## src/rtl/mgnt_pkg.sv

```systemverilog
package mgnt_pkg;

    //////////////////////////////////////////////////////////////////////
    // widths and sizes
    //////////////////////////////////////////////////////////////////////
    localparam int MGNT_REG_WIDTH = 32;
    localparam int MGNT_REG_BYTES = 4;
    localparam int DEST_COUNT     = 6;
    localparam int FLOW_WIDTH     = 120;
    localparam int HASH_WIDTH     = 12;
    localparam int TABLE_DEPTH    = 16;

    // pointer word holds the write flag in bit 15, the destination in
    // bits 14..8 and the register address in bits 7..0
    localparam logic [6:0] DEST_PORT0  = 7'h00;
    localparam logic [6:0] DEST_PORT1  = 7'h01;
    localparam logic [6:0] DEST_PORT2  = 7'h02;
    localparam logic [6:0] DEST_PORT3  = 7'h03;
    localparam logic [6:0] DEST_BE_SW  = 7'h40;
    localparam logic [6:0] DEST_TTE_SW = 7'h41;
    localparam logic [6:0] DEST_LOCAL  = 7'h7F;

    // hub local register map
    localparam logic [7:0] LOC_DEV_DATA      = 8'h01;
    localparam logic [7:0] LOC_TABLE_CTRL    = 8'h02;
    localparam logic [7:0] LOC_TABLE_HASH    = 8'h03;
    localparam logic [7:0] LOC_TABLE_ST_BASE = 8'h30;
    localparam logic [7:0] LOC_SW_ID         = 8'h80;
    localparam logic [7:0] LOC_SW_FTR        = 8'h81;
    localparam logic [7:0] LOC_SW_REV0       = 8'h82;
    localparam logic [7:0] LOC_SW_REV1       = 8'h83;

    // feature bits 1..4 are tte, ptp, lldp and rstp
    localparam logic [15:0] SW_ID_VAL  = 16'h1234;
    localparam logic [15:0] SW_FTR_VAL = 16'h001E;
    localparam logic [31:0] SW_REV_VAL = 32'h0002_0001;

    typedef enum logic [6:0] {
        OP_DEV_PTR    = 7'h00,
        OP_DEV_DATA   = 7'h01,
        OP_TABLE_CTRL = 7'h02,
        OP_TABLE_HASH = 7'h03,
        OP_TABLE_ST0  = 7'h30,
        OP_TABLE_ST1  = 7'h31,
        OP_TABLE_ST2  = 7'h32,
        OP_TABLE_ST3  = 7'h33,
        OP_TABLE_ST4  = 7'h34,
        OP_TABLE_ST5  = 7'h35,
        OP_TABLE_ST6  = 7'h36,
        OP_TABLE_ST7  = 7'h37
    } spi_op_e;

    typedef enum logic [2:0] {
        HUB_IDLE,
        HUB_DECODE,
        HUB_LOAD,
        HUB_XFER,
        HUB_WAIT_ACK,
        HUB_LOCAL,
        HUB_BUFFER,
        HUB_RETURN
    } hub_state_e;

    typedef enum logic [1:0] {
        FT_CMD_UPDATE = 2'd1,
        FT_CMD_CLEAR  = 2'd2
    } ft_cmd_e;

endpackage

```

## src/rtl/mgnt_reg_agent.sv

```systemverilog
`timescale 1ns/1ns

module mgnt_reg_agent import mgnt_pkg::*; (
    input  logic       clk,
    input  logic       rst,
    input  logic       req_valid,
    input  logic       req_wr,
    input  logic [7:0] req_addr,
    input  logic [7:0] req_data,
    input  logic       req_data_valid,
    output logic [7:0] resp_data,
    output logic       resp_data_valid,
    output logic       req_ack
);

    logic [MGNT_REG_WIDTH-1:0] regs [16];
    logic [MGNT_REG_WIDTH-9:0] wr_shift;
    logic [MGNT_REG_WIDTH-1:0] rd_shift;
    logic                      valid_q;
    logic                      req_new;
    logic                      wr_active;
    logic                      rd_active;
    logic [1:0]                byte_cnt;
    logic                      byte_last;

    // a request starts on the rising edge of valid
    assign req_new   = req_valid && !valid_q;
    assign byte_last = (byte_cnt == 2'(MGNT_REG_BYTES - 1));

    always_ff @(posedge clk or negedge rst) begin
        if (!rst) begin
            valid_q   <= 1'b0;
            wr_active <= 1'b0;
            rd_active <= 1'b0;
            byte_cnt  <= '0;
            req_ack   <= 1'b0;
            wr_shift  <= '0;
            rd_shift  <= '0;
            for (int i = 0; i < 16; i++) begin
                regs[i] <= '0;
            end
        end
        else begin
            valid_q <= req_valid;
            req_ack <= 1'b0;
            if (req_new) begin
                byte_cnt  <= '0;
                wr_active <= req_wr;
                rd_active <= !req_wr;
                rd_shift  <= regs[req_addr[3:0]];
            end
            else if (wr_active && req_data_valid) begin
                // collect bytes msb first
                wr_shift <= {wr_shift[MGNT_REG_WIDTH-17:0], req_data};
                byte_cnt <= byte_cnt + 1'b1;
                if (byte_last) begin
                    regs[req_addr[3:0]] <= {wr_shift, req_data};
                    wr_active           <= 1'b0;
                    req_ack             <= 1'b1;
                end
            end
            else if (rd_active) begin
                rd_shift <= rd_shift << 8;
                byte_cnt <= byte_cnt + 1'b1;
                if (byte_last) begin
                    rd_active <= 1'b0;
                    req_ack   <= 1'b1;
                end
            end
        end
    end

    assign resp_data       = rd_shift[MGNT_REG_WIDTH-1 -: 8];
    assign resp_data_valid = rd_active;

endmodule

```

## config.mk

```make
export PLATFORM = sky130hd
export DESIGN_NAME = mgnt_reg_agent
export DESIGN_NICKNAME = d
export VERILOG_FILES = /design/src/rtl/mgnt_pkg.sv /design/src/rtl/mgnt_reg_agent.sv
export SDC_FILE = /design/constraint.sdc
export NUM_CORES = 1
export LEC_CHECK = 0
export BUFFER_PORTS_ARGS = -buffer_cell sky130_fd_sc_hd__buf_2
export CAP_MARGIN = 10
export CORE_MARGIN = 3
export CORE_UTILIZATION = 40
export CTS_CLUSTER_SIZE = 40
export DETAILED_ROUTE_END_ITERATION = 10
export SYNTH_ARGS = -nofsm -noshare
export SYNTH_HDL_FRONTEND = slang
export SYNTH_SLANG_ARGS = --single-unit
```

## constraint.sdc

```tcl
create_clock -name clk -period 2.5 [get_ports clk]
set_input_delay 0.25 -clock clk [delete_from_list [all_inputs] [get_ports clk]]
set_output_delay 0.25 -clock clk [all_outputs]
set_load 0.05 [all_outputs]
```

## Yosys cells after proc, flatten, opt, wreduce, memory -nomap -nowiden

Index checks and enable logic that the tools add are counted.
W data, S select, Z words.

- Bits in latches: 0
- Flip-flop bits (word level): 574
- Memory bits (writable): 0
- Input port bits: 21
- Memory bits (read-only): 0
- Logic and storage cells: 66
- Memories kept: 0

- Shift operators: 0
- Order comparisons: 2
- Bitwise gates (word level): 2
- Add/sub/neg operators: 1
- Div/mod/pow operators: 0
- Reductions and logical operators: 13
- Equal/unequal tests: 2
- Muxes and demuxes: 23
- Multiply operators: 0

Operators by type and width:

| cell | count |
|---|---|
| $bwmux W512 | 1 |
| $mux W32 | 6 |
| $bmux W32 S4 | 1 |
| $demux W32 S4 | 1 |
| $mux W1 | 11 |
| $mux W2 | 3 |
| $reduce_and A2 Y1 | 3 |
| $reduce_bool A2 Y1 | 3 |
| $ge A5 B5 Y1 const B | 1 |
| $lt A5 B1 Y1 const B | 1 |
| $not A4 Y5 | 1 |
| $logic_and A1 B1 Y1 | 3 |
| $reduce_and A3 Y1 | 1 |
| $reduce_bool A3 Y1 | 1 |
| $add A2 B1 Y2 const B | 1 |
| $eq A2 B2 Y1 const B | 1 |
| $logic_not A1 Y1 | 2 |
| $ne A2 B2 Y1 const B | 1 |
| $not A1 Y1 | 1 |

## Logic depth before layout (Yosys ltp)

- Depth after elaboration: 6
- Mapped depth: 7
- Gate-level depth less buffers: 5

## Worst setup path before layout

Ideal clock, no wire load.

- Path kind: register -> register
- Start point: register byte_cnt[0]
- End point: register regs[331] (netlist name)
- Data required time: 2.375 ns
- Library setup time: 0.125 ns
- Stages on the path, launching flop included: 7
- Data arrival time: 1.789 ns
- Setup slack: 0.586 ns
- Clock period less this slack: 1.914 ns
- Cells stage by stage: dfrtp_1 > ha_1 > and2_2 > nand4_2 > nor3_2 > buf_2 > mux2_2

- Word-level cells in the longest chain between the ends: 2

Ends and longest elaborated chain:

| item | line | source |
|---|---|---|
| start, declared | mgnt_reg_agent.sv:23 | `logic [1:0] byte_cnt;` |
| start signal, assigned | mgnt_reg_agent.sv:55 | `byte_cnt <= byte_cnt + 1'b1;` |
| start signal, assigned | mgnt_reg_agent.sv:64 | `byte_cnt <= byte_cnt + 1'b1;` |
| $eq A2 B2 Y1 | mgnt_reg_agent.sv:28 | `assign byte_last = (byte_cnt == 2'(MGNT_REG_BYTES - 1));` |
| $reduce_and A3 Y1 (no line) | -- |  |
| end signal, assigned by index | mgnt_reg_agent.sv:57 | `regs[req_addr[3:0]] <= {wr_shift, req_data};` |
| end, declared | mgnt_reg_agent.sv:16 | `logic [MGNT_REG_WIDTH-1:0] regs [16];` |

Every way passes these cells.
A chain may end at the register's enable or synchronous reset.

## Worst setup path in the final report

- Start point: register byte_cnt[0]
- End point: register regs[418] (netlist name)

Same word-level chain as after synthesis.

==> flow_metrics.env <==
export IMPL_cpMostUsedCell="buf_4"
export IMPL_final_cells=2671
export IMPL_ys_ff_latch=574
export IMPL_drive_gt1_share_pct=43.8
export IMPL_synthCells=1772
export IMPL_status="completed"
export IMPL_vias_per_cell=5.67
export IMPL_r2r_setup_slack_ns=0.20
export IMPL_rows=92
export IMPL_hold_viol_final=0
export IMPL_cts_max_level=2
export IMPL_placed_cells=2562
export IMPL_drc=0
export IMPL_yosysWarnings=0
export IMPL_yosys_area_top_type="dfrtp_1"
export IMPL_slew_headroom_pct=28.3
export IMPL_min_period_over_period_pct=91.8
export IMPL_totalPowerFinal_mw=22.4
export IMPL_final_net_count=1803
export IMPL_start_kind="flip-flop"
export IMPL_cp_required_ns=2.99
export IMPL_ys_seq_area_share_pct=55.6
export IMPL_cts_made_buffers=59
export IMPL_cp_slowest_stage_delay_ns=0.39
export IMPL_dpl_cell_area_mm2=0.0273
export IMPL_drt_iter0_drc=1099
export IMPL_first_pass_iters=5
export IMPL_wl_mm=65.9
export IMPL_dieHeight_um=260
export IMPL_final_setup_skew_ns=0.0316
export IMPL_path_buf_inv=2
export IMPL_grt_ovfl_total=0
export IMPL_hp_class="in -> reg"
export IMPL_cts_sinks=574
export IMPL_cp_max_fo=22
export IMPL_critical_path_cell_chain="ha_1 -> and2_2 -> nand4b_4 -> buf_4 -> or2_2 -> buf_4 -> mux2_2"
export IMPL_dp_hpwl_mm=39.0
export IMPL_fmaxAchievable_ghz=0.436
export IMPL_crit_type="reg -> reg"
export IMPL_grt_setup_unrepaired="no"
export IMPL_async_flop_share_pct=100
export IMPL_cap_violations=0
export IMPL_setup_viol=0
export IMPL_synth_area_leaders="dfrtp_1, mux2_2, mux2i_1"
export IMPL_start_util_pct=40.7
export IMPL_cp_end_kind="flip-flop"
export IMPL_clk_latency_ns=0.63
export IMPL_fp_dieArea_mm2=0.0677
export IMPL_post_cts_buffers=0
export IMPL_cp_slowest_cell="dfrtp_1"
export IMPL_area_delta_synth_final_pct=13.3
export IMPL_peakVddDrop_mv=0.512
export IMPL_power_leakage_nw=14.1
export IMPL_core_mm2=0.0635
export IMPL_power_density_mw_per_mm2=767
export IMPL_syn_nets=1794
export IMPL_grt_max_degree=89
export IMPL_grt_pass1_wl_mm=102
export IMPL_clockBufferDepth=3
export IMPL_path_clk_slew_ns=0.06
export IMPL_synth_ff_type="dfrtp_1"
export IMPL_vias=15100
export IMPL_first_global_vias=16300
export IMPL_synth_top_cell_area_share_pct=55.6
export IMPL_antenna_found_initial=0
export IMPL_ys_types=43
export IMPL_cts_tree="done"
export IMPL_nFillCells=5641
export IMPL_io_pin_count=31
export IMPL_final_area_mm2=0.0293
export IMPL_worstPathArrival_ns=2.79
export IMPL_syn_avg_cell_area_um2=14.6
export IMPL_worst_pin_slew_ns=1.07
export IMPL_wl_per_cell_um=24.7
export IMPL_numPortBuffers=26
export IMPL_antennaDiodeCount=0
export IMPL_synth_area_mm2=0.0258
export IMPL_synth_edf_count=0
export IMPL_gp_congestion=0.752
export IMPL_cts_hold_buffers=4
export IMPL_fin_crit_ns=2.30
export IMPL_fp_dieW_um=260
export IMPL_root_buffer="clkbuf_16"
export IMPL_crit_family="buffers and inverters"
export IMPL_grt_total_usage_pct=19.9
export IMPL_tns_ns=0
export IMPL_antenna_left=0
export IMPL_maxSlewViolCount=0
export IMPL_post_cts_resize_count=0
==> synth_stat cells (6+ instances only) <==
cell type and instances:
a211oi_1 24, mux2_2 492, nor2b_1 6, a221oi_1 21, buf_6 14, a22oi_1 27
buf_2 62, nand3_1 18, nor2_1 42, mux2i_1 165, o22ai_1 42, buf_4 17
o21ai_0 22, mux2_4 39, dfrtp_1 574, clkbuf_1 63, nor3_1 45, mux4_2 46
nand2_1 12
==> routing by layer <==
metal / routed length [um] / part of all wire (%) / vias to the layer above / GRT usage, %
met1: 29500 / 45 / 8151 / 27.1
li1: - / - / 6521 / -
met2: 31200 / 47 / 343 / 32.4
met5: 0 / 0 / - / 0
met3: 3200 / 4.9 / 125 / 3.52
met4: 2000 / 3.0 / 0 / 6.21
==> cell usage in the layout, fill, tap and decap left out, types with 3 or more instances in the layout <==
cell type      netlist  layout
o21ai_0             22      22
clkbuf_16            0      60
nand2_1             12      12
mux2_1               5       5
a211oi_1            24      24
a221oi_1            21      21
nor2_4               0      12
mux2i_1            165     165
a31oi_1              3       3
clkbuf_1            63      14
clkbuf_8             0      16
o22ai_1             42      42
buf_12               0      30
nand3_1             18      18
dlygate4sd3_1        0       4
buf_4               17      50
mux2_2             492     492
clkinv_2             0      10
a22oi_1             27      27
dfrtp_1            574     574
mux4_2              46      46
or2_2                0       3
nor3_1              45      45
buf_2               62      23
o221ai_1             3       3
nor2b_1              6       4
mux2_4              39      39
nor2_1              42      30
==> cell type report <==
class	instances	area, um^2	area share [%]
clock buffer	90	1770	6.06
clock inverter	15	168	0.573
multi-input combinational	1037	10700	36.7
sequential	574	14400	49.1
tap	846	1060	3.62
timing repair buffer	109	1160	3.97
==> kinds of logic after synthesis <==
logic type | count (synthesis) | synth area share (%)
multiplexers | 747 | 34.3
AO/OA/AOI/OAI | 146 | 3.91
buffers and inverters | 161 | 3.30
adder cells (fa/ha/maj) | 1 | 0.0484
XOR/XNOR | 1 | 0.0339
flip-flops | 574 | 55.6
AND/OR/NAND/NOR | 142 | 2.80
==> power by group <==
| group | total (mW) | leakage (nW) | internal (mW) | switching [mW] |
|---|---|---|---|---|
| registers | 11.4 | 7.90 | 10.1 | 1.28 |
| clock network | 8.78 | 0.960 | 5.08 | 3.70 |
| logic | 2.32 | 5.29 | 1.09 | 1.23 |
| total | 22.4 | 14.1 | 16.2 | 6.20 |
==> metrics by stage <==
stage / worst slack [ns] / hold slack, ns / util (%)
floorplan: 0.586 / -0.0456 / -
global placement: 0.277 / 0.196 / 43.0
detailed placement: 0.253 / 0.203 / 43.0
CTS: 0.211 / 0.0627 / 46.1
global route: 0.124 / 0.106 / 46.1
finish: 0.204 / 0.0950 / 46.1
==> registers in the layout, summed over array words and instances (netlist names) <==
register and count:
byte_cnt 2, rd_shift 32, regs 512, req_ack 1, resp_data_valid 1, valid_q 1, wr_active 1, wr_shift 24
==> path summary, 6_finish.rpt <==
kind	cells past startpoint	start	endpoint
setup / recovery	7	byte_cnt[0]	regs[418]
hold / removal	2	req_data[1]	regs[417]
setup reg to reg	7	byte_cnt[0]	regs[418]
hold reg to reg	1	regs[417]	regs[417]
max in group asynchronous	3	rst	regs[345]
min in group asynchronous	2	rst	regs[115]
(Power assumes the default switching activity.)
