## src/rtl/mgnt_pkg.sv

```systemverilog
package mgnt_pkg;

    //////////////////////////////////////////////////////////////////////
    // widths and sizes
    //////////////////////////////////////////////////////////////////////
    localparam int MGNT_REG_WIDTH = 32;
    localparam int MGNT_REG_BYTES = 4;
    localparam int DEST_COUNT     = 6;
    localparam int FLOW_WIDTH     = 120;
    localparam int HASH_WIDTH     = 12;
    localparam int TABLE_DEPTH    = 16;

    // pointer word holds the write flag in bit 15, the destination in
    // bits 14..8 and the register address in bits 7..0
    localparam logic [6:0] DEST_PORT0  = 7'h00;
    localparam logic [6:0] DEST_PORT1  = 7'h01;
    localparam logic [6:0] DEST_PORT2  = 7'h02;
    localparam logic [6:0] DEST_PORT3  = 7'h03;
    localparam logic [6:0] DEST_BE_SW  = 7'h40;
    localparam logic [6:0] DEST_TTE_SW = 7'h41;
    localparam logic [6:0] DEST_LOCAL  = 7'h7F;

    // hub local register map
    localparam logic [7:0] LOC_DEV_DATA      = 8'h01;
    localparam logic [7:0] LOC_TABLE_CTRL    = 8'h02;
    localparam logic [7:0] LOC_TABLE_HASH    = 8'h03;
    localparam logic [7:0] LOC_TABLE_ST_BASE = 8'h30;
    localparam logic [7:0] LOC_SW_ID         = 8'h80;
    localparam logic [7:0] LOC_SW_FTR        = 8'h81;
    localparam logic [7:0] LOC_SW_REV0       = 8'h82;
    localparam logic [7:0] LOC_SW_REV1       = 8'h83;

    // feature bits 1..4 are tte, ptp, lldp and rstp
    localparam logic [15:0] SW_ID_VAL  = 16'h1234;
    localparam logic [15:0] SW_FTR_VAL = 16'h001E;
    localparam logic [31:0] SW_REV_VAL = 32'h0002_0001;

    typedef enum logic [6:0] {
        OP_DEV_PTR    = 7'h00,
        OP_DEV_DATA   = 7'h01,
        OP_TABLE_CTRL = 7'h02,
        OP_TABLE_HASH = 7'h03,
        OP_TABLE_ST0  = 7'h30,
        OP_TABLE_ST1  = 7'h31,
        OP_TABLE_ST2  = 7'h32,
        OP_TABLE_ST3  = 7'h33,
        OP_TABLE_ST4  = 7'h34,
        OP_TABLE_ST5  = 7'h35,
        OP_TABLE_ST6  = 7'h36,
        OP_TABLE_ST7  = 7'h37
    } spi_op_e;

    typedef enum logic [2:0] {
        HUB_IDLE,
        HUB_DECODE,
        HUB_LOAD,
        HUB_XFER,
        HUB_WAIT_ACK,
        HUB_LOCAL,
        HUB_BUFFER,
        HUB_RETURN
    } hub_state_e;

    typedef enum logic [1:0] {
        FT_CMD_UPDATE = 2'd1,
        FT_CMD_CLEAR  = 2'd2
    } ft_cmd_e;

endpackage

```

## src/rtl/flow_table.sv

```systemverilog
`timescale 1ns/1ns

module flow_table import mgnt_pkg::*; (
    input  logic                  clk,
    input  logic                  rst,
    input  logic                  ft_update,
    input  logic                  ft_clear,
    input  logic [FLOW_WIDTH-1:0] flow,
    input  logic [HASH_WIDTH-1:0] hash,
    output logic                  ft_ack,
    input  logic [HASH_WIDTH-1:0] lookup_hash,
    output logic                  lookup_hit,
    output logic [FLOW_WIDTH-1:0] lookup_flow
);

    logic [FLOW_WIDTH-1:0]  flow_mem [TABLE_DEPTH];
    logic [TABLE_DEPTH-1:0] entry_valid;
    logic                   upd_ack;
    logic                   clr_active;
    logic [3:0]             clr_cnt;
    logic [3:0]             lookup_idx;

    // entries are indexed by the low hash bits
    assign lookup_idx = lookup_hash[3:0];
    assign ft_ack     = upd_ack | clr_active;

    always_ff @(posedge clk) begin
        if (ft_update) begin
            flow_mem[hash[3:0]] <= flow;
        end
        lookup_flow <= flow_mem[lookup_idx];
    end

    always_ff @(posedge clk or negedge rst) begin
        if (!rst) begin
            entry_valid <= '0;
            upd_ack     <= 1'b0;
            clr_active  <= 1'b0;
            clr_cnt     <= '0;
            lookup_hit  <= 1'b0;
        end
        else begin
            upd_ack <= ft_update;
            if (ft_clear) begin
                clr_active <= 1'b1;
                clr_cnt    <= '0;
            end
            else if (clr_active) begin
                // one entry per cycle
                entry_valid[clr_cnt] <= 1'b0;
                clr_cnt              <= clr_cnt + 1'b1;
                if (clr_cnt == 4'(TABLE_DEPTH - 1)) begin
                    clr_active <= 1'b0;
                end
            end
            else if (ft_update) begin
                entry_valid[hash[3:0]] <= 1'b1;
            end
            // all-zero key is never a hit
            lookup_hit <= entry_valid[lookup_idx] && (flow_mem[lookup_idx] != '0);
        end
    end

endmodule

```

## config.mk

```make
export PLATFORM = sky130hd
export DESIGN_NAME = flow_table
export DESIGN_NICKNAME = d
export VERILOG_FILES = /design/src/rtl/mgnt_pkg.sv /design/src/rtl/flow_table.sv
export SDC_FILE = /design/constraint.sdc
export NUM_CORES = 1
export LEC_CHECK = 0
export BUFFER_PORTS_ARGS = -buffer_cell sky130_fd_sc_hd__buf_2
export CAP_MARGIN = 15
export CORE_MARGIN = 5
export CORE_UTILIZATION = 50
export DETAILED_ROUTE_END_ITERATION = 8
export GPL_TIMING_DRIVEN = 0
export PLACE_DENSITY = 0.69
export RECOVER_POWER = 50
export SLEW_MARGIN = 40
export SYNTH_ARGS = -nofsm -noshare
export SYNTH_HDL_FRONTEND = slang
export SYNTH_SLANG_ARGS = --single-unit
```

## constraint.sdc

```tcl
create_clock -name clk -period 2.1 [get_ports clk]
set_clock_uncertainty 0.1 [all_clocks]
set_input_delay 0.525 -clock clk [delete_from_list [all_inputs] [get_ports clk]]
set_output_delay 0.525 -clock clk [all_outputs]
set_load 0.01 [all_outputs]
```

; Word level (Yosys, flattened, before mapping)
; Memories as Yosys holds them, arrays and structs flattened.
; Index checks and enable logic that the tools add are counted.
[totals]
inputBits = 148
ram_bits = 1920
wordCells = 41
regBits = 143
memories = 1
[classes]
n_lt_le_gt_ge = 5
bitwise_logic = 5
mux = 15
n_eq_ne = 1
addsub = 1
reduce_logical = 7
[mem_list]
columns = memory, words, word_bits, rd, rd_clocked_by_memory_dff, wr, line
row1 = flow_mem, 16, 120, 1, 0, 1, flow_table.sv:16  ; logic [FLOW_WIDTH-1:0] flow_mem [TABLE_DEPTH];
[ops]
columns = operator, n
row1 = $reduce_bool 120->1, 1
row2 = $mux 16, 2
row3 = $and 16x16->16, 1
row4 = $not 16->16, 1
row5 = $or 16x16->16, 1
row6 = $lt 4x5->1 const B, 3
row7 = $demux 1 s4, 2
row8 = $ge 4x1->1 const B, 2
row9 = $mux 1, 8
row10 = $mux 4, 2
row11 = $add 4x1->4 const B, 1
row12 = $bmux 1 s4, 1
row13 = $eq 4x4->1 const B, 1
row14 = $reduce_bool 2->1, 2
row15 = $logic_and 1x1->1, 3
row16 = $reduce_and 2->1, 1
row17 = $not 1->1, 1
row18 = $or 1x1->1, 1

; Depth between registers and ports, before layout
; Gate-level depths: netlist (run 1).
[depth]
depth_word = 7
mapped_depth = 11
depth_no_buf = 7

; Worst setup path before layout (run 1)
; OpenSTA, ideal clock, no wires.
[synth_path]
path_kind = input -> register
startpoint = input port hash[1]
endpoint = memory flow_mem[0][0] (enable)
cell_stages = 2
arrival_ns = 9.160
n_path_buf = 0
setup_time_ns = 0.746
path_slack_ns = -7.905
cell_sequence = or3b_2 > nor3_1
[synth_lines]
columns = item, line
row1 = "start, declared", flow_table.sv:9  ; input logic [HASH_WIDTH-1:0] hash,
row2 = "end, declared", flow_table.sv:16
; No word-level cell before the write port.

; Worst setup path after layout (run 1)
[layout_path]
startpoint = input port lookup_hash[3]
endpoint = register lookup_hit
[layout_between]
elab_chain_len = 3
elab_cells_between_ends = 5
[layout_lines]
columns = item, line
row1 = "start, declared", flow_table.sv:11  ; input logic [HASH_WIDTH-1:0] lookup_hash,
row2 = $mem_v2 16x120 / $bmux 1 s4 (equally long branches), n/a
row3 = $reduce_bool 120->1 / $mux 1 (equally long branches), flow_table.sv:60  ; lookup_hit <= entry_valid[lookup_idx] && (flow_mem[lookup_idx] != '0);
row4 = $logic_and 1x1->1 (*), flow_table.sv:60
row5 = "end signal, assigned", flow_table.sv:60
row6 = "end, declared", flow_table.sv:12  ; output logic lookup_hit,
; Mark *: on every way between the ends. The rest lies on a longest branch, timed or not. The select of a mux whose other input is x is not followed.
; A chain may end at the register's enable or synchronous reset.

==> results of run 1 <==
kinds of logic (layout without fill, tap and decap cells):
| kind of cell | after synthesis | after routing | synth area share (%) |
|---|---|---|---|
| buf+inv | 167 | 1182 | 0.981 |
| compound gates | 257 | 257 | 2.47 |
| fa+ha+maj | 4 | 4 | 0.0664 |
| mux | 494 | 494 | 14.7 |
| simple gates | 203 | 203 | 1.23 |
| other cells | 0 | 22 | 0 |
| flops | 2063 | 2063 | 80.5 |
| xor+xnor | 3 | 3 | 0.0349 |
final timing paths:
check                      slack [ps]                         from                          end
hold / removal                    140               lookup_hash[2]     lookup_flow[104]$_DFF_P_
min in group asynchronous         380                          rst       clr_cnt[2]$_DFFE_PN0P_
hold reg to reg                   430  entry_valid[10]$_DFFE_PN0P_  entry_valid[10]$_DFFE_PN0P_
setup / recovery                 -980               lookup_hash[3]         lookup_hit$_DFF_PN0_
setup reg to reg                 -930  flow_mem[11][110]$_DFFE_PP_         lookup_hit$_DFF_PN0_
max in group asynchronous         680                          rst         clr_active$_DFF_PN0_
registers in the layout (all words and copies together) (netlist names):
| register | count |
|---|---|
| lookup_flow | 120 |
| lookup_hit | 1 |
| clr_cnt | 4 |
| flow_mem | 1920 |
| entry_valid | 16 |
| clr_active | 1 |
| upd_ack | 1 |
per-stage QoR:
stage,worst slack [ps],instances,util [%],power (uW)
floorplan,-2340,3191,-,49500
global placement,-6740,5457,52.9,52000
detailed placement,-3580,5670,55.6,52400
finish,-976,6244,61.7,87800
global route,-961,6229,61.7,90200
CTS,-893,6206,61.8,88000
repair_timing:
action | 4_1_cts | 5_1_grt
endpoints found under the hold margin | 1947 | 0
cloned | 3 | 0
buffers inserted | 45 | 16
endpoints found under the setup margin | 219 | 61
hold buffers | 123 | 0
pin swaps | 34 | 23
gates resized for setup | 350 | 48
routing by layer:
layer	GRT usage, %	routed length (um)	vias to the layer above
li1	-	-	15400
met5	0	87	-
met4	9.75	8120	14
met3	7.34	25100	421
met2	43.8	105000	2744
met1	36.4	77400	20900
layout by cell type (no fill, tap or decap), drive strengths merged, types with 4 or more instances in the layout:
cell         count
a21oi           22
a22oi          224
a31oi           10
and2             4
buf            460
bufinv          12
clkbuf         507
clkinv          62
clkinvlp         6
dfrtp           23
dfxtp          120
diode           22
dlygate4sd3    123
edfxtp        1920
ha               4
inv             11
mux4           493
nand2          115
nand4            8
nor2            21
nor2b            7
nor3             8
nor4            32
power by group:
| group | leakage, uW | internal, uW | switching (uW) |
|---|---|---|---|
| clock | 0.00321 | 20500 | 15100 |
| sequential | 0.0187 | 46000 | 286 |
| combinational | 0.00846 | 2310 | 3660 |
final cells by class:
type	count	area, um^2
antenna	22	55.1
buffer	164	1630
clock buffer	277	5710
clock inverter	89	832
fill	10000	57300
inverter	2	7.51
multi-input combinational	961	14500
sequential	2063	60600
tap	2016	2520
timing repair buffer	650	6570
worst reg2reg max path, delay by kind of cell, from the launching register on:
kind | cells | cell delay, ps
simple gates | 4 | 1540
mux | 1 | 470
compound gates | 2 | 420
flops | 1 | 370
==> reports/summary.txt, run 1 <==
Worst Tran Pin Value - 1230 ps
Post-synth EDFFs - 1920
vias in the first global route - 39.1k
Main synth FF type - edfxtp_1
Post-Syn Area - 75400 um^2
RSZ-0062 raised after global routing - true
Hold Vio Cnt, Final - 0
largest net degree at the start of global routing - 24
minimum clock period - 3080 ps
critical path startpoint category - input pin
WL/cell - 34.5 um
Final Net Count - 4191
count of final setup violators - 1040
TritonRoute pass-1 iters - 6
Seq/Total Area, Yosys - 80.5%
hpwl dp - 146000 um
final worst-path cycle share - 146%
Post-synth top cells - edfxtp_1, mux4_2, a22oi_1, dfxtp_1, nand2_1
CP cell instances - buf_2 > buf_8 > nor2_1 > clkbuf_8 > clkbuf_2 > buf_4 > a22oi_1 > nand2_2 > nor4_2 > nand4_1 > nor4_4 > a21boi_4
Final Max Slew Viols - 0
Netlist cell types - 31
slew margin rel. - 18.1%
clk buf depth - 3
core area - 150000 um^2
H-tree levels - 4
Hold WS - 143 ps
CP endpoint kind - register
area grow syn2layout - 22.7%
Starting Density - 50.3%
clk_lat worst skew - 820 ps
CP Buf/Inv Count - 5
gr ovfl total - 0
# rows - 142
clock transition at the registers of the reported paths - 60 ps
HP Class - in -> reg
gr usage total - 27.2%
Post-Synthesis Net Count - 3343
register bit total from synthesis - 2063
Cells after Synth - 3191
TritonCTS buffer count - 197
die height - 398 um
CP Max Fanout - 10
die span in x - 398 um
cell at the slowest stage of the critical path - nor4_4
share of layout cells above drive strength 1 - 33.9%
synthesized area per cell - 23.6 um^2
GPL Wtd Cong - 0.783
wirelength, routed - 216000 um
Via Count - 39.5k
top cell type by total area after synthesis - edfxtp_1
antenna-violating nets left - 0
Max IR drop VDD - 912 uV
TritonCTS Sinks - 2063
FMAX - 0.325 GHz
most numerous cell in the Yosys netlist - edfxtp_1
yosys warns - 0
critical path's top delay family - simple AND/OR/NAND/NOR gates
Critical Path AT - 3650 ps
initial antenna violation count - 32
status - finished, violations left
die area - 159000 um^2
Post-synth ARST share - 1.11%
post-DR vias/cell - 6.32
Post-Layout Inst Area - 92400 um^2
kind of critical path - in -> reg
final worst-path setup slack - -976 ps
1st-iter DRT viols - 5248
port buffer count - 250
Hold Path Cell Cnt - 2
io pins - 270
global-route wire length before repair - 300000 um
Stages on worst setup path - 12
Yosys top cell area share - 76.5%
post-route setup TNS - -312210 ps
Pwr Density - 950 nW/um^2
DP Area - 83200 um^2
post-route DRC violation count - 0
Critical Path RT - 2680 ps
synth top area cells - edfxtp_1, mux4_2, dfxtp_1
violated checks - negative setup slack
Critical Path Max Stage Delay - 620 ps
maxcap violations - 0
Clk Tree Root Cell - clkbuf_16
Register-to-Register Path Depth - 7
Lkg Pwr - 0.0303 uW
clock tree from TritonCTS - done
Note: power is estimated with default switching activity, not from simulation.
==> run 2: changes to the inputs <==
--- a/config.mk
+++ b/config.mk
@@ -11,7 +11,7 @@
 export CORE_UTILIZATION = 50
 export DETAILED_ROUTE_END_ITERATION = 8
 export GPL_TIMING_DRIVEN = 0
-export PLACE_DENSITY = 0.69
+export PLACE_DENSITY = 0.67
 export RECOVER_POWER = 50
 export SLEW_MARGIN = 40
 export SYNTH_ARGS = -nofsm -noshare
==> constraint.sdc (replaced) <==
create_clock -name clk -period 2.85 [get_ports clk]
set_clock_uncertainty 0.1 [all_clocks]
set_input_delay 0.7125 -clock clk [delete_from_list [all_inputs] [get_ports clk]]
set_output_delay 0.7125 -clock clk [all_outputs]
set_load 0.01 [all_outputs]
==> reports/summary.txt, run 2 (synthesis gave the netlist of run 1 again) <==
number of flip-flops in the largest register - 1920 (unchanged)
clock transition at the registers of the reported paths - 60 ps (about the same)
Final Net Count - 4043 (-3.5%)
1st-iter DRT viols - 5461 (+4.1%)
Via Count - 38.4k (-2.8%)
WL met1 - 77300 um (-0.13%)
Fillers - 10.1k (+0.63%)
Pwr Density - 703 nW/um^2 (-26%)
share of layout cells above drive strength 1 - 34.4% (+0.54 points)
largest net degree at the start of global routing - 24 (unchanged)
antenna-violating nets left - 0 (unchanged)
final worst-path cycle share - 112%
Critical Path RT - 3450 ps (+770 ps)
P_sw - 14100 uW (-26%)
status - finished, violations left
Post-Layout Inst Area - 91200 um^2 (-1.4%)
post-route DRC violation count - 0 (unchanged)
RSZ-0062 raised after global routing - true
wire length on met3 - 24600 um (-2.1%)
FMAX - 0.314 GHz
TritonCTS buffer count - 200 (+1.5%)
commonest non-fill, non-tap cell in the layout - edfxtp_1
Clk Tree Root Cell - clkbuf_16
Flop pwr share - 53.2% (+0.5 points)
clk_lat worst skew - 830 ps (about the same)
die height - 398 um (unchanged)
core area - 150000 um^2 (unchanged)
GPL Wtd Cong - 0.786 (+0.36%)
Switching Share - 21.9% (+0.21 points)
Lkg Pwr - 0.0297 uW (-2.0%)
clk buf depth - 3 (unchanged)
# rows - 142 (unchanged)
vias in the first global route - 37.9k (-3.1%)
final worst-path setup slack - -336 ps (+640 ps)
count of final setup violators - 71 (-93%)
Worst Tran Pin Value - 1460 ps (+231 ps)
gr usage total - 26.6% (-0.66 points)
Starting Density - 50.3% (unchanged)
Critical Path AT - 3790 ps (+140 ps)
minimum clock period - 3190 ps
met2 wire length - 101000 um (-4.1%)
Max IR drop VDD - 777 uV (-15%)
slew margin rel. - 2.38% (-16 points)
post-DR vias/cell - 6.29 (-0.56%)
TritonCTS Sinks - 2063 (unchanged)
critical path startpoint category - input pin
maxcap violations - 0 (unchanged)
port buffer count - 250 (unchanged)
clock tree from TritonCTS - done
wirelength, routed - 210000 um (-2.6%)
io pins - 270 (unchanged)
highest metal layer with signal wires - met5
WL/cell - 34.4 um (-0.42%)
gr ovfl total - 0 (unchanged)
P_int - 50100 uW (-27%)
Total Power - 64100 uW (-27%)
Hold WS - 185 ps (+42.3 ps)
H-tree levels - 4 (unchanged)
HP Class - in -> reg
initial antenna violation count - 48 (+50%)
TritonRoute pass-1 iters - 7 (+1)
global-route wire length before repair - 293000 um (-2.4%)
area grow syn2layout - 21.0%
die span in x - 398 um (unchanged)
CP Max Fanout - 10 (unchanged)
CP endpoint kind - register
Hold Vio Cnt, Final - 0 (unchanged)
hpwl dp - 143000 um (-1.6%)
DP Worst Slack - -2890 ps (+691 ps)
kind of critical path - in -> reg
Clk network pwr share - 40.3% (-0.2 points)
DP Area - 83300 um^2 (about the same)
Gate power share - 6.5% (-0.3 points)
violated checks - negative setup slack
most frequent cells in the layout - edfxtp_1, mux4_2, clkbuf_16
post-route setup TNS - -4720 ps (+307490 ps)
die area - 159000 um^2 (unchanged)
Final Max Slew Viols - 0 (unchanged)
run 2: changes by cell type in the layout (fill, tap and decap cells not counted), sizes merged:
cell	before	now
buf	460	457
bufbuf	1	0
bufinv	12	8
clkbuf	507	478
clkinv	62	81
diode	22	24
dlygate4sd3	123	2
inv	11	9
run 2: repair_timing:
action	CTS	global route
pin swaps	18	22
cloned	0	0
endpoints found under the hold margin	24	0
setup endpoints to repair	37	1
setup buffers	20	14
hold buffers	2	0
gates resized for setup	358	76
run 2: cell type report:
type | instances | area [um^2] | share of cell area [%]
sequential | 2063 | 60600 | 66.5
multi-input combinational | 961 | 14500 | 15.9
clock buffer | 274 | 5640 | 6.19
timing repair buffer | 498 | 5200 | 5.71
tap | 2016 | 2520 | 2.77
buffer | 165 | 1830 | 2.01
clock inverter | 102 | 788 | 0.864
antenna | 24 | 60.1 | 0.0659
inverter | 2 | 7.51 | 0.00823
run 2: per-stage QoR:
stage,instances,utilization (%)
floorplan,3191,-
global placement,5457,52.9
detailed placement,5669,55.6
CTS,6067,60.8
global route,6089,60.9
finish,6105,60.9
run 2: power groups by stage:
stage          registers (uW)  logic [uW]  clock network (uW)
2_1_floorplan           34800        1690                   0
3_3_place_gp            34700        3610                   0
3_5_place_dp            34700        3870                   0
4_1_cts                 34100        4160               26100
5_1_grt                 34100        4380               27500
6_report                34100        4200               25800
run 2: final timing paths:
| check | start | end | slack [ps] | cells past startpoint |
|---|---|---|---|---|
| setup reg to reg | flow_mem[3][76]$_DFFE_PP_ | lookup_hit$_DFF_PN0_ | -150 | 8 |
| max in group asynchronous | rst | entry_valid[13]$_DFFE_PN0P_ | 1270 | 2 |
| min in group asynchronous | rst | entry_valid[5]$_DFFE_PN0P_ | 600 | 2 |
| hold reg to reg | entry_valid[5]$_DFFE_PN0P_ | entry_valid[5]$_DFFE_PN0P_ | 440 | 2 |
| setup / recovery | lookup_hash[1] | lookup_hit$_DFF_PN0_ | -340 | 12 |
| hold / removal | ft_clear | entry_valid[11]$_DFFE_PN0P_ | 190 | 3 |
run 2: worst max-delay path, stage by stage:
cell and delay [ps]:
buf_8 210, buf_6 220, buf_4 220, buf_16 170
mux4_2 320, a22oi_2 210, nand2_2 170, nor4_4 370
nand4_1 430, nor4_4 430, buf_6 200, a21boi_4 70
run 2: per-layer routing:
metal	vias to the layer above	global-route usage (%)
met2	2446	41.7
li1	15100	-
met5	-	0
met3	395	7.67
met4	24	8.69
met1	20400	36.5
