### config.mk
export PLATFORM = sky130hd
export DESIGN_NAME = mgnt_reg_hub
export DESIGN_NICKNAME = d
export VERILOG_FILES = /design/src/rtl/mgnt_pkg.sv /design/src/rtl/mgnt_reg_hub.sv
export SDC_FILE = /design/constraint.sdc
export NUM_CORES = 1
export LEC_CHECK = 0
export ABC_CLOCK_PERIOD_IN_PS = 2150
export BUFFER_PORTS_ARGS = -buffer_cell sky130_fd_sc_hd__buf_4
export CAP_MARGIN = 30
export CORE_MARGIN = 3
export CORE_UTILIZATION = 55
export DETAILED_ROUTE_END_ITERATION = 10
export MAX_ROUTING_LAYER = met4
export PLACE_DENSITY = 0.79
export SLEW_MARGIN = 25
export SYNTH_ARGS = -nofsm -noshare
export SYNTH_HDL_FRONTEND = slang
export SYNTH_SLANG_ARGS = --single-unit
### constraint.sdc
create_clock -name clk -period 2.15 [get_ports clk]
set_input_delay 0.43 -clock clk [delete_from_list [all_inputs] [get_ports clk]]
set_output_delay 0.43 -clock clk [all_outputs]
set_load 0.01 [all_outputs]
### src/rtl/mgnt_pkg.sv
package mgnt_pkg;

    //////////////////////////////////////////////////////////////////////
    // widths and sizes
    //////////////////////////////////////////////////////////////////////
    localparam int MGNT_REG_WIDTH = 32;
    localparam int MGNT_REG_BYTES = 4;
    localparam int DEST_COUNT     = 6;
    localparam int FLOW_WIDTH     = 120;
    localparam int HASH_WIDTH     = 12;
    localparam int TABLE_DEPTH    = 16;

    // pointer word holds the write flag in bit 15, the destination in
    // bits 14..8 and the register address in bits 7..0
    localparam logic [6:0] DEST_PORT0  = 7'h00;
    localparam logic [6:0] DEST_PORT1  = 7'h01;
    localparam logic [6:0] DEST_PORT2  = 7'h02;
    localparam logic [6:0] DEST_PORT3  = 7'h03;
    localparam logic [6:0] DEST_BE_SW  = 7'h40;
    localparam logic [6:0] DEST_TTE_SW = 7'h41;
    localparam logic [6:0] DEST_LOCAL  = 7'h7F;

    // hub local register map
    localparam logic [7:0] LOC_DEV_DATA      = 8'h01;
    localparam logic [7:0] LOC_TABLE_CTRL    = 8'h02;
    localparam logic [7:0] LOC_TABLE_HASH    = 8'h03;
    localparam logic [7:0] LOC_TABLE_ST_BASE = 8'h30;
    localparam logic [7:0] LOC_SW_ID         = 8'h80;
    localparam logic [7:0] LOC_SW_FTR        = 8'h81;
    localparam logic [7:0] LOC_SW_REV0       = 8'h82;
    localparam logic [7:0] LOC_SW_REV1       = 8'h83;

    // feature bits 1..4 are tte, ptp, lldp and rstp
    localparam logic [15:0] SW_ID_VAL  = 16'h1234;
    localparam logic [15:0] SW_FTR_VAL = 16'h001E;
    localparam logic [31:0] SW_REV_VAL = 32'h0002_0001;

    typedef enum logic [6:0] {
        OP_DEV_PTR    = 7'h00,
        OP_DEV_DATA   = 7'h01,
        OP_TABLE_CTRL = 7'h02,
        OP_TABLE_HASH = 7'h03,
        OP_TABLE_ST0  = 7'h30,
        OP_TABLE_ST1  = 7'h31,
        OP_TABLE_ST2  = 7'h32,
        OP_TABLE_ST3  = 7'h33,
        OP_TABLE_ST4  = 7'h34,
        OP_TABLE_ST5  = 7'h35,
        OP_TABLE_ST6  = 7'h36,
        OP_TABLE_ST7  = 7'h37
    } spi_op_e;

    typedef enum logic [2:0] {
        HUB_IDLE,
        HUB_DECODE,
        HUB_LOAD,
        HUB_XFER,
        HUB_WAIT_ACK,
        HUB_LOCAL,
        HUB_BUFFER,
        HUB_RETURN
    } hub_state_e;

    typedef enum logic [1:0] {
        FT_CMD_UPDATE = 2'd1,
        FT_CMD_CLEAR  = 2'd2
    } ft_cmd_e;

endpackage

### src/rtl/mgnt_reg_hub.sv
`timescale 1ns/1ns

module mgnt_reg_hub import mgnt_pkg::*; (
    input  logic                      clk,
    input  logic                      rst,
    input  logic                      spi_wr,
    input  spi_op_e                   spi_op,
    input  logic [15:0]               spi_din,
    output logic [15:0]               spi_dout,
    output logic                      spi_done,
    output logic [DEST_COUNT-1:0]     sys_req_valid,
    output logic                      sys_req_wr,
    output logic [7:0]                sys_req_addr,
    input  logic [DEST_COUNT-1:0]     sys_req_ack,
    output logic [7:0]                sys_req_data,
    output logic                      sys_req_data_valid,
    input  logic [8*DEST_COUNT-1:0]   sys_resp_data,
    input  logic [DEST_COUNT-1:0]     sys_resp_data_valid,
    output logic                      ft_update,
    output logic                      ft_clear,
    input  logic                      ft_ack,
    output logic [FLOW_WIDTH-1:0]     flow,
    output logic [HASH_WIDTH-1:0]     hash
);

    hub_state_e                 state;
    logic [15:0]                dev_ptr;
    logic [15:0]                dev_data;
    logic [15:0]                ret_data;
    logic [MGNT_REG_WIDTH-1:0]  tx_shift;
    logic [MGNT_REG_WIDTH-1:0]  rx_shift;
    logic [1:0]                 byte_cnt;
    logic                       byte_last;
    logic [DEST_COUNT-1:0]      dest_hot;
    logic [7:0]                 lane_data;
    logic                       lane_valid;
    logic                       lane_ack;
    logic [15:0]                local_rd;
    logic [127:0]               table_reg;
    logic [HASH_WIDTH-1:0]      table_hash;
    logic [1:0]                 ft_bsy;
    ft_cmd_e                    ft_cmd;
    logic                       cmd_ptr;
    logic                       cmd_data;
    logic                       cmd_ctrl;

    // pointer and buffer strobes only count while idle
    assign cmd_ptr   = spi_wr && (spi_op == OP_DEV_PTR) && (state == HUB_IDLE);
    assign cmd_data  = spi_wr && (spi_op == OP_DEV_DATA) && (state == HUB_IDLE);
    assign cmd_ctrl  = spi_wr && (spi_op == OP_TABLE_CTRL);
    assign ft_cmd    = ft_cmd_e'(spi_din[1:0]);
    assign byte_last = (byte_cnt == 2'(MGNT_REG_BYTES - 1));

    // destination code to agent select
    always_comb begin
        case (dev_ptr[14:8])
            DEST_PORT0:  dest_hot = 6'b000001;
            DEST_PORT1:  dest_hot = 6'b000010;
            DEST_PORT2:  dest_hot = 6'b000100;
            DEST_PORT3:  dest_hot = 6'b001000;
            DEST_BE_SW:  dest_hot = 6'b010000;
            DEST_TTE_SW: dest_hot = 6'b100000;
            default:     dest_hot = '0;
        endcase
    end

    // pick the byte lane of the agent being served
    always_comb begin
        lane_data = '0;
        for (int i = 0; i < DEST_COUNT; i++) begin
            if (sys_req_valid[i]) begin
                lane_data = sys_resp_data[8*i +: 8];
            end
        end
    end

    assign lane_valid = |(sys_resp_data_valid & sys_req_valid);
    assign lane_ack   = |(sys_req_ack & sys_req_valid);

    // local register read mux
    always_comb begin
        local_rd = '0;
        if (dev_ptr[7:3] == LOC_TABLE_ST_BASE[7:3]) begin
            local_rd = table_reg[16*dev_ptr[2:0] +: 16];
        end
        else begin
            case (dev_ptr[7:0])
                LOC_DEV_DATA:   local_rd = dev_data;
                LOC_TABLE_CTRL: local_rd = {14'b0, ft_bsy};
                LOC_TABLE_HASH: local_rd = {{(16-HASH_WIDTH){1'b0}}, table_hash};
                LOC_SW_ID:      local_rd = SW_ID_VAL;
                LOC_SW_FTR:     local_rd = SW_FTR_VAL;
                LOC_SW_REV0:    local_rd = SW_REV_VAL[15:0];
                LOC_SW_REV1:    local_rd = SW_REV_VAL[31:16];
                default:        local_rd = '0;
            endcase
        end
    end

    //////////////////////////////////////////////////////////////////////
    // command sequencer
    //////////////////////////////////////////////////////////////////////
    always_ff @(posedge clk or negedge rst) begin
        if (!rst) begin
            state              <= HUB_IDLE;
            dev_ptr            <= '0;
            dev_data           <= '0;
            ret_data           <= '0;
            tx_shift           <= '0;
            rx_shift           <= '0;
            byte_cnt           <= '0;
            sys_req_valid      <= '0;
            sys_req_wr         <= 1'b0;
            sys_req_data_valid <= 1'b0;
            spi_dout           <= '0;
            spi_done           <= 1'b0;
        end
        else begin
            spi_done <= 1'b0;
            case (state)
                HUB_IDLE: begin
                    if (cmd_ptr) begin
                        dev_ptr <= spi_din;
                        state   <= HUB_DECODE;
                    end
                    else if (cmd_data) begin
                        dev_data <= spi_din;
                        state    <= HUB_BUFFER;
                    end
                end
                HUB_DECODE: begin
                    if (dest_hot != '0) begin
                        sys_req_valid <= dest_hot;
                        sys_req_wr    <= dev_ptr[15];
                        state         <= HUB_LOAD;
                    end
                    else if (dev_ptr[14:8] == DEST_LOCAL) begin
                        state <= HUB_LOCAL;
                    end
                    else begin
                        // unknown destination answers zero
                        ret_data <= '0;
                        state    <= HUB_RETURN;
                    end
                end
                HUB_LOAD: begin
                    tx_shift           <= {{(MGNT_REG_WIDTH-16){1'b0}}, dev_data};
                    rx_shift           <= '0;
                    byte_cnt           <= '0;
                    sys_req_data_valid <= sys_req_wr;
                    state              <= HUB_XFER;
                end
                HUB_XFER: begin
                    if (sys_req_wr) begin
                        tx_shift <= tx_shift << 8;
                        byte_cnt <= byte_cnt + 1'b1;
                        if (byte_last) begin
                            sys_req_data_valid <= 1'b0;
                            state              <= HUB_WAIT_ACK;
                        end
                    end
                    else if (lane_valid) begin
                        rx_shift <= {rx_shift[MGNT_REG_WIDTH-9:0], lane_data};
                        byte_cnt <= byte_cnt + 1'b1;
                        if (byte_last) begin
                            state <= HUB_WAIT_ACK;
                        end
                    end
                end
                HUB_WAIT_ACK: begin
                    if (lane_ack) begin
                        sys_req_valid <= '0;
                        sys_req_wr    <= 1'b0;
                        ret_data      <= rx_shift[15:0];
                        state         <= HUB_RETURN;
                    end
                end
                HUB_LOCAL: begin
                    ret_data <= local_rd;
                    state    <= HUB_RETURN;
                end
                HUB_BUFFER: begin
                    ret_data <= dev_data;
                    state    <= HUB_RETURN;
                end
                HUB_RETURN: begin
                    spi_dout <= ret_data;
                    spi_done <= 1'b1;
                    state    <= HUB_IDLE;
                end
                default: state <= HUB_IDLE;
            endcase
        end
    end

    assign sys_req_addr = dev_ptr[7:0];
    // msb first on the byte lane
    assign sys_req_data = tx_shift[MGNT_REG_WIDTH-1 -: 8];

    //////////////////////////////////////////////////////////////////////
    // flow table staging and control
    //////////////////////////////////////////////////////////////////////
    always_ff @(posedge clk or negedge rst) begin
        if (!rst) begin
            table_reg  <= '0;
            table_hash <= '0;
        end
        else if (spi_wr) begin
            if (spi_op == OP_TABLE_HASH) begin
                table_hash <= spi_din[HASH_WIDTH-1:0];
            end
            if (spi_op >= OP_TABLE_ST0 && spi_op <= OP_TABLE_ST7) begin
                table_reg[16*spi_op[2:0] +: 16] <= spi_din;
            end
        end
    end

    always_ff @(posedge clk or negedge rst) begin
        if (!rst) begin
            ft_update <= 1'b0;
            ft_clear  <= 1'b0;
            ft_bsy    <= '0;
        end
        else begin
            ft_update <= cmd_ctrl && (ft_cmd == FT_CMD_UPDATE);
            ft_clear  <= cmd_ctrl && (ft_cmd == FT_CMD_CLEAR);
            // busy from the command until the table drops its ack
            if (cmd_ctrl && (ft_cmd == FT_CMD_UPDATE || ft_cmd == FT_CMD_CLEAR)) begin
                ft_bsy <= {ft_cmd == FT_CMD_CLEAR, ft_cmd == FT_CMD_UPDATE};
            end
            else if (!ft_update && !ft_clear && !ft_ack) begin
                ft_bsy <= '0;
            end
        end
    end

    assign flow = table_reg[FLOW_WIDTH-1:0];
    assign hash = table_hash;

endmodule

== Word-level counts from Yosys, hierarchy flattened ==
Index checks and enable logic that the tools add are counted.

* Output and inout port bits: 175
* Logic and storage cells: 144
* Flip-flop bits (word level): 270

* Eq/ne operators: 37
* Bitwise operators: 3
* Reduce and logical (&&, ||, !) cells: 37
* Shifts and indexed selects: 3
* Multiplexer cells: 43
* Order comparisons: 2
* Add/sub/neg operators: 2

{| class="wikitable"
|+ Operator list
! operator !! count
|-
| bitwise mux 128 bit || 1
|-
| variable shift 16 x 34 -> 128 bit, first input constant || 1
|-
| variable part select 128 x 8 -> 16 bit || 1
|-
| variable part select 16 x 34 -> 128 bit || 1
|-
| one-hot mux 16 bit (7 select lines) || 1
|-
| 2-to-1 mux 16 bit || 6
|-
| one-hot mux 16 bit (4 select lines) || 1
|-
| one-hot mux 32 bit (2 select lines) || 1
|-
| 2-to-1 mux 8 bit || 6
|-
| one-hot mux 6 bit (6 select lines) || 1
|-
| negator 7 -> 34 bit || 1
|-
| equality test 8 bit, second input constant || 4
|-
| 2-to-1 mux 32 bit || 1
|-
| one-hot mux 16 bit (2 select lines) || 1
|-
| equality test 7 x 2 -> 1 bit, second input constant || 4
|-
| equality test 7 bit, second input constant || 3
|-
| 2-to-1 mux 3 bit || 7
|-
| one-hot mux 3 bit (7 select lines) || 1
|-
| equality test 8 x 2 -> 1 bit, second input constant || 2
|-
| != test 2 bit, second input constant || 8
|-
| AND reduction 3 bit || 5
|-
| equality test 7 x 1 -> 1 bit, second input constant || 2
|-
| logical NOT 7 bit || 2
|-
| bitwise AND 6 bit || 2
|-
| 29 further kinds || 64
|}

== Logic depth before layout (Yosys ltp) ==
* Depth after elaboration: 9
* Depth in mapped cells: 12
* Depth with buffers taken out: 8

== Worst setup path after synthesis ==
No wires, ideal clock.

* Kind: input port to flip-flop
* Start point: input spi_op[0]
* End point: register table_reg[72]
* Path buffers: 4
* Path slack: -0.615 ns
* Cell stages on the path: 11
* Arrival: 2.637 ns
* Setup time: 0.128 ns
* Path through: buf_2 > inv_1 > ha_1 > ha_1 > buf_2 > nor2b_1 > nand2_1 > or3_1 > clkbuf_1 > buf_2 > mux2_1

* Word-level cells in the longest chain between the ends: 3
* Elaborated cells on any way between the ends: 8
* Classes of those cells: 1 x add/sub; 2 x order compare; 2 x shift; 1 x mux; 2 x reduce/logical

{| class="wikitable"
|+ RTL lines
! what !! RTL line !! text
|-
| from (decl) || mgnt_reg_hub.sv:7 || <nowiki>input spi_op_e spi_op,</nowiki>
|-
| negator 7 -> 34 bit (tied with other cells) || mgnt_reg_hub.sv:213 || <nowiki>table_reg[16*spi_op[2:0] +: 16] <= spi_din;</nowiki>
|-
| variable part select 16 x 34 -> 128 bit (tied with other cells) || mgnt_reg_hub.sv:213 ||
|-
| bitwise mux 128 bit or AND reduction 2 bit (tied branches) || n/a ||
|-
| to (signal, indexed assignment) || mgnt_reg_hub.sv:213 ||
|-
| to (decl) || mgnt_reg_hub.sv:39 || <nowiki>logic [127:0] table_reg;</nowiki>
|}

Parallel ways exist; a longest one is shown, timed or not.
A chain may end at the register's enable or synchronous reset.

== Worst setup path after layout ==
* Start point: register dev_ptr[1]
* End point: register ret_data[1]

* Word-level cells in the longest chain between the ends: 4
* Elaborated cells on any way between the ends: 11
* Classes of those cells: 7 x eq/ne; 1 x shift; 3 x mux

{| class="wikitable"
|+ RTL lines
! what !! RTL line !! text
|-
| from (decl) || mgnt_reg_hub.sv:27 || <nowiki>logic [15:0] dev_ptr;</nowiki>
|-
| from (signal assigned) || mgnt_reg_hub.sv:123 || <nowiki>dev_ptr <= spi_din;</nowiki>
|-
| branches (longest 2 deep; another with variable part select 128 x 8 -> 16 bit) || n/a ||
|-
| 2-to-1 mux 16 bit (*) || mgnt_reg_hub.sv:83 || <nowiki>if (dev_ptr[7:3] == LOC_TABLE_ST_BASE[7:3]) begin</nowiki>
|-
| one-hot mux 16 bit (4 select lines) (*) || mgnt_reg_hub.sv:120 || <nowiki>case (state)</nowiki>
|-
| to (signal assigned) || mgnt_reg_hub.sv:174 || <nowiki>ret_data <= rx_shift[15:0];</nowiki>
|-
| to (signal assigned) || mgnt_reg_hub.sv:179 || <nowiki>ret_data <= local_rd;</nowiki>
|-
| to (signal assigned) || mgnt_reg_hub.sv:183 || <nowiki>ret_data <= dev_data;</nowiki>
|-
| to (decl) || mgnt_reg_hub.sv:29 || <nowiki>logic [15:0] ret_data;</nowiki>
|}

Mark *: on every way between the ends.

==> flow_metrics.py <==
metrics = {
    "status": {
        "outcome": "completed",
    },
    "timing": {
        "finalHoldViolCount": 0,
        "rsz0062_at_grt": "no",
        "clock_skew_ps": 17.7,
        "maxSlewViolCount": 0,
        "relSlewSlack_pct": 48.6,
        "setup_slack_ps": 78.9,
        "tightest_slew_ps": 771,
        "period_needed_ps": 2070,
        "setup_viol": 0,
        "max_freq_mhz": 483,
        "holdWs_ps": 161,
        "fin_crit_sh_pct": 96.3,
    },
    "critical_path": {
        "r2r-start": "dev_ptr[1]$_DFFE_PN0P_",
        "path_buf_inv": 1,
        "critPathLaunchType": "register",
        "rrSetupSlack_ps": 80,
        "worstPathCellList": "buf_12, mux4_2, mux2i_1, o22ai_1, a221o_1",
        "reg2reg_depth": 5,
        "critical_path_arrival_ps": 2500,
        "worstPathRequired_ps": 2580,
        "crit_type": "register to register",
        "r2r-end": "ret_data[1]$_DFFE_PN0P_",
        "path_delay_family": "multiplexers",
        "slowest_stage": "mux4_2",
        "crit_fanout": 20,
        "cpPeakStageDelay_ps": 520,
        "end_kind": "register",
    },
    "die": {
        "start_util_pct": 56.8,
        "die-area_sq_um": 27400,
        "die_x_um": 166,
        "dieHeight_um": 166,
        "pin_count": 262,
        "row_count": 57,
        "core_sq_um": 24700,
    },
    "yosys": {
        "yosysTopAreaCell": "dfrtp_1",
        "synthTopCellsByArea": "dfrtp_1 (48%), mux2_2 (11%), buf_4 (7.5%)",
        "synthFlopType": "dfrtp_1",
        "synth_edf_count": 0,
        "synthesis.nets": 1404,
        "synth_cells": 1309,
        "async_reset_ff_share_pct": 100,
        "synth_cell_types": 66,
        "ys_warn_count": 0,
        "yosys.area.top_type_share_pct": 48.2,
        "ys_seq_area_share_pct": 48.2,
        "mappedNetlistArea_sq_um": 14000,
        "synth_area_per_cell_sq_um": 10.7,
        "synth-seq-cells": 270,
    },
    "worst_hold_path": {
        "hp-class": "primary input to register",
        "hold_path_depth": 3,
        "worstHoldStart": "sys_resp_data[47]",
        "hold_end": "rx_shift[7]$_DFFE_PN0P_",
    },
    "routing": {
        "wirelength_um": 40100,
        "drc": 0,
        "avgRoutedWirePerCell_um": 22.3,
        "firstDrtPassIters": 5,
        "drtIter0Drc": 1085,
        "num_vias": 10700,
        "postRouteAntennaNets": 0,
        "vias_per_cell": 5.97,
    },
    "global_routing": {
        "antenna_found_initial": 1,
        "grt.total_usage_pct": 29.3,
        "overflow": 0,
        "grt_pass1_wl_um": 62700,
        "grt_pass1_vias": 10800,
        "grt_max_degree": 75,
    },
    "finish": {
        "nets": 1549,
        "drive_gt1_share_pct": 39.6,
        "seqCellArea_sq_um": 6760,
        "fin_cells": 1799,
        "fillers": 1877,
        "multi_input_area_sq_um": 5820,
        "largest_register_ffs": 128,
        "areaGrowthSynthToFinish_pct": 19.9,
    },
    "placement": {
        "pre_cts_ws_ps": -185,
        "gp_congestion": 0.913,
        "hpwl_um": 29200,
        "dpl.cell_count": 1747,
        "io_buffers": 261,
    },
    "clock_network": {
        "clock_path_buffers": 3,
        "clkTransAtPathRegs_ps": 60,
        "cts_tree": "done",
        "clkSinkCount": 270,
        "root_buffer": "clkbuf_16",
        "clock_latency_ps": 550,
        "numCtsBuffers": 28,
        "htreeDepth": 1,
    },
    "power_and_ir_drop": {
        "p_leak_uw": 0.00808,
        "clkPwrFrac_pct": 32.4,
        "comb_power_share_pct": 25.7,
        "power_switching_uw": 4780,
        "swShare_pct": 31.4,
        "power.density_nw_per_um2": 906,
        "power.total_uw": 15200,
        "pwr-share-seq_pct": 41.9,
        "internal_power_uw": 10500,
        "ir_drop_uv": 494,
    },
    "run": {
        "max_cap_viol_count": 0,
    },
}
-- cells in the final DEF (no fill, tap or decap), types with 14 or more instances in the layout --
cell type and n:
inv_1 23, nor2_1 32, mux4_2 29, nand2_1 214, o21ai_0 76, buf_12 14, o21ai_1 37, clkbuf_16 29
mux2i_1 33, buf_4 324, a21oi_1 37, o31ai_1 14, nor2b_1 15, dfrtp_1 267, mux2_2 134
-- worst max path at each step --
stage,start,depth (start not counted),to
after floorplan,spi_op[0],10,table_reg[42]$_DFFE_PN0P_
after global placement,spi_op[1],7,table_reg[46]$_DFFE_PN0P_
after detailed placement,spi_op[1],7,table_reg[42]$_DFFE_PN0P_
after CTS,dev_ptr[10]$_DFFE_PN0P_,5,sys_req_valid[0]$_DFFE_PN0P_
final,dev_ptr[1]$_DFFE_PN0P_,5,ret_data[1]$_DFFE_PN0P_
after global routing,dev_ptr[1]$_DFFE_PN0P_,7,ret_data[3]$_DFFE_PN0P_
-- synth_stat cells (5+ instances only) --
master,instances
mux2_4,6
o21ai_0,111
mux4_2,29
a21oi_1,38
clkbuf_1,50
a221o_1,7
o2bb2ai_1,6
a31oi_1,8
dfrtp_1,270
a22o_1,7
or3_1,5
a22oi_1,9
ha_1,8
or4_1,6
mux2_2,134
buf_1,9
mux2i_1,33
o31ai_1,14
nand3_1,12
nor2b_1,17
buf_2,25
nand2b_1,8
inv_1,25
o22ai_1,7
nor3_1,11
a221oi_1,8
nor2_1,33
buf_4,140
nand2_1,214
-- power by group through the flow --
stage | combinational [uW] | sequential (uW) | clock (uW)
finish | 3910 | 6390 | 4940
floorplan | 2520 | 6170 | 0
global route | 4270 | 6450 | 5170
CTS | 3880 | 6350 | 4970
detailed placement | 3860 | 6440 | 0
global placement | 3630 | 6420 | 0
-- per-stage QoR --
step / util [%] / area (sq um) / setup TNS (ps)
3_5_place_dp: 64.2 / 15800 / -10180
5_1_grt: 68.1 / 16800 / 0
4_1_cts: 68.1 / 16800 / 0
2_1_floorplan: - / 14200 / -6400
3_3_place_gp: 64.0 / 15800 / -5900
6_report: 68.1 / 16800 / 0
-- metal layers --
| layer | part of all wire, % | global-route usage, % |
|---|---|---|
| met1 | 42 | 40.1 |
| met5 | 0 | - |
| met4 | 3.6 | 9.01 |
| met3 | 7.9 | 5.39 |
| met2 | 47 | 45.3 |
-- cell families after synthesis --
group,synth area share [%]
muxes,18.5
adders and majority gates,0.714
and+or+nand+nor,10.8
DFF,48.2
buffers and inverters,10.9
AOI/OAI and AO/OA,10.9
-- layout make-up --
type                            count  share of cell area, %
Sequential cell                   270                   40.2
Multi-Input combinational cell    787                   34.6
Timing Repair Buffer              342                   16.5
Clock buffer                       40                   4.98
Tap cell                          324                   2.41
Clock inverter                     10                  0.632
Inverter                           25                  0.618
Antenna cell                        1                 0.0149
-- timing repair --
item | 4_1_cts | 5_1_grt
gates resized for setup | 0 | 4
hold endpoints to repair | 46 | 0
hold buffers | 1 | 0
buffers inserted | 0 | 0
endpoints found under the setup margin | 0 | 9
-- tightest hold or removal path, delay by kind of cell --
| kind | cells | cell delay (ps) |
|---|---|---|
| buffers and inverters | 1 | 110 |
| AO/OA/AOI/OAI | 1 | 70 |
| AND/OR/NAND/NOR | 1 | 50 |
Power figures use the tool's default switching activity.
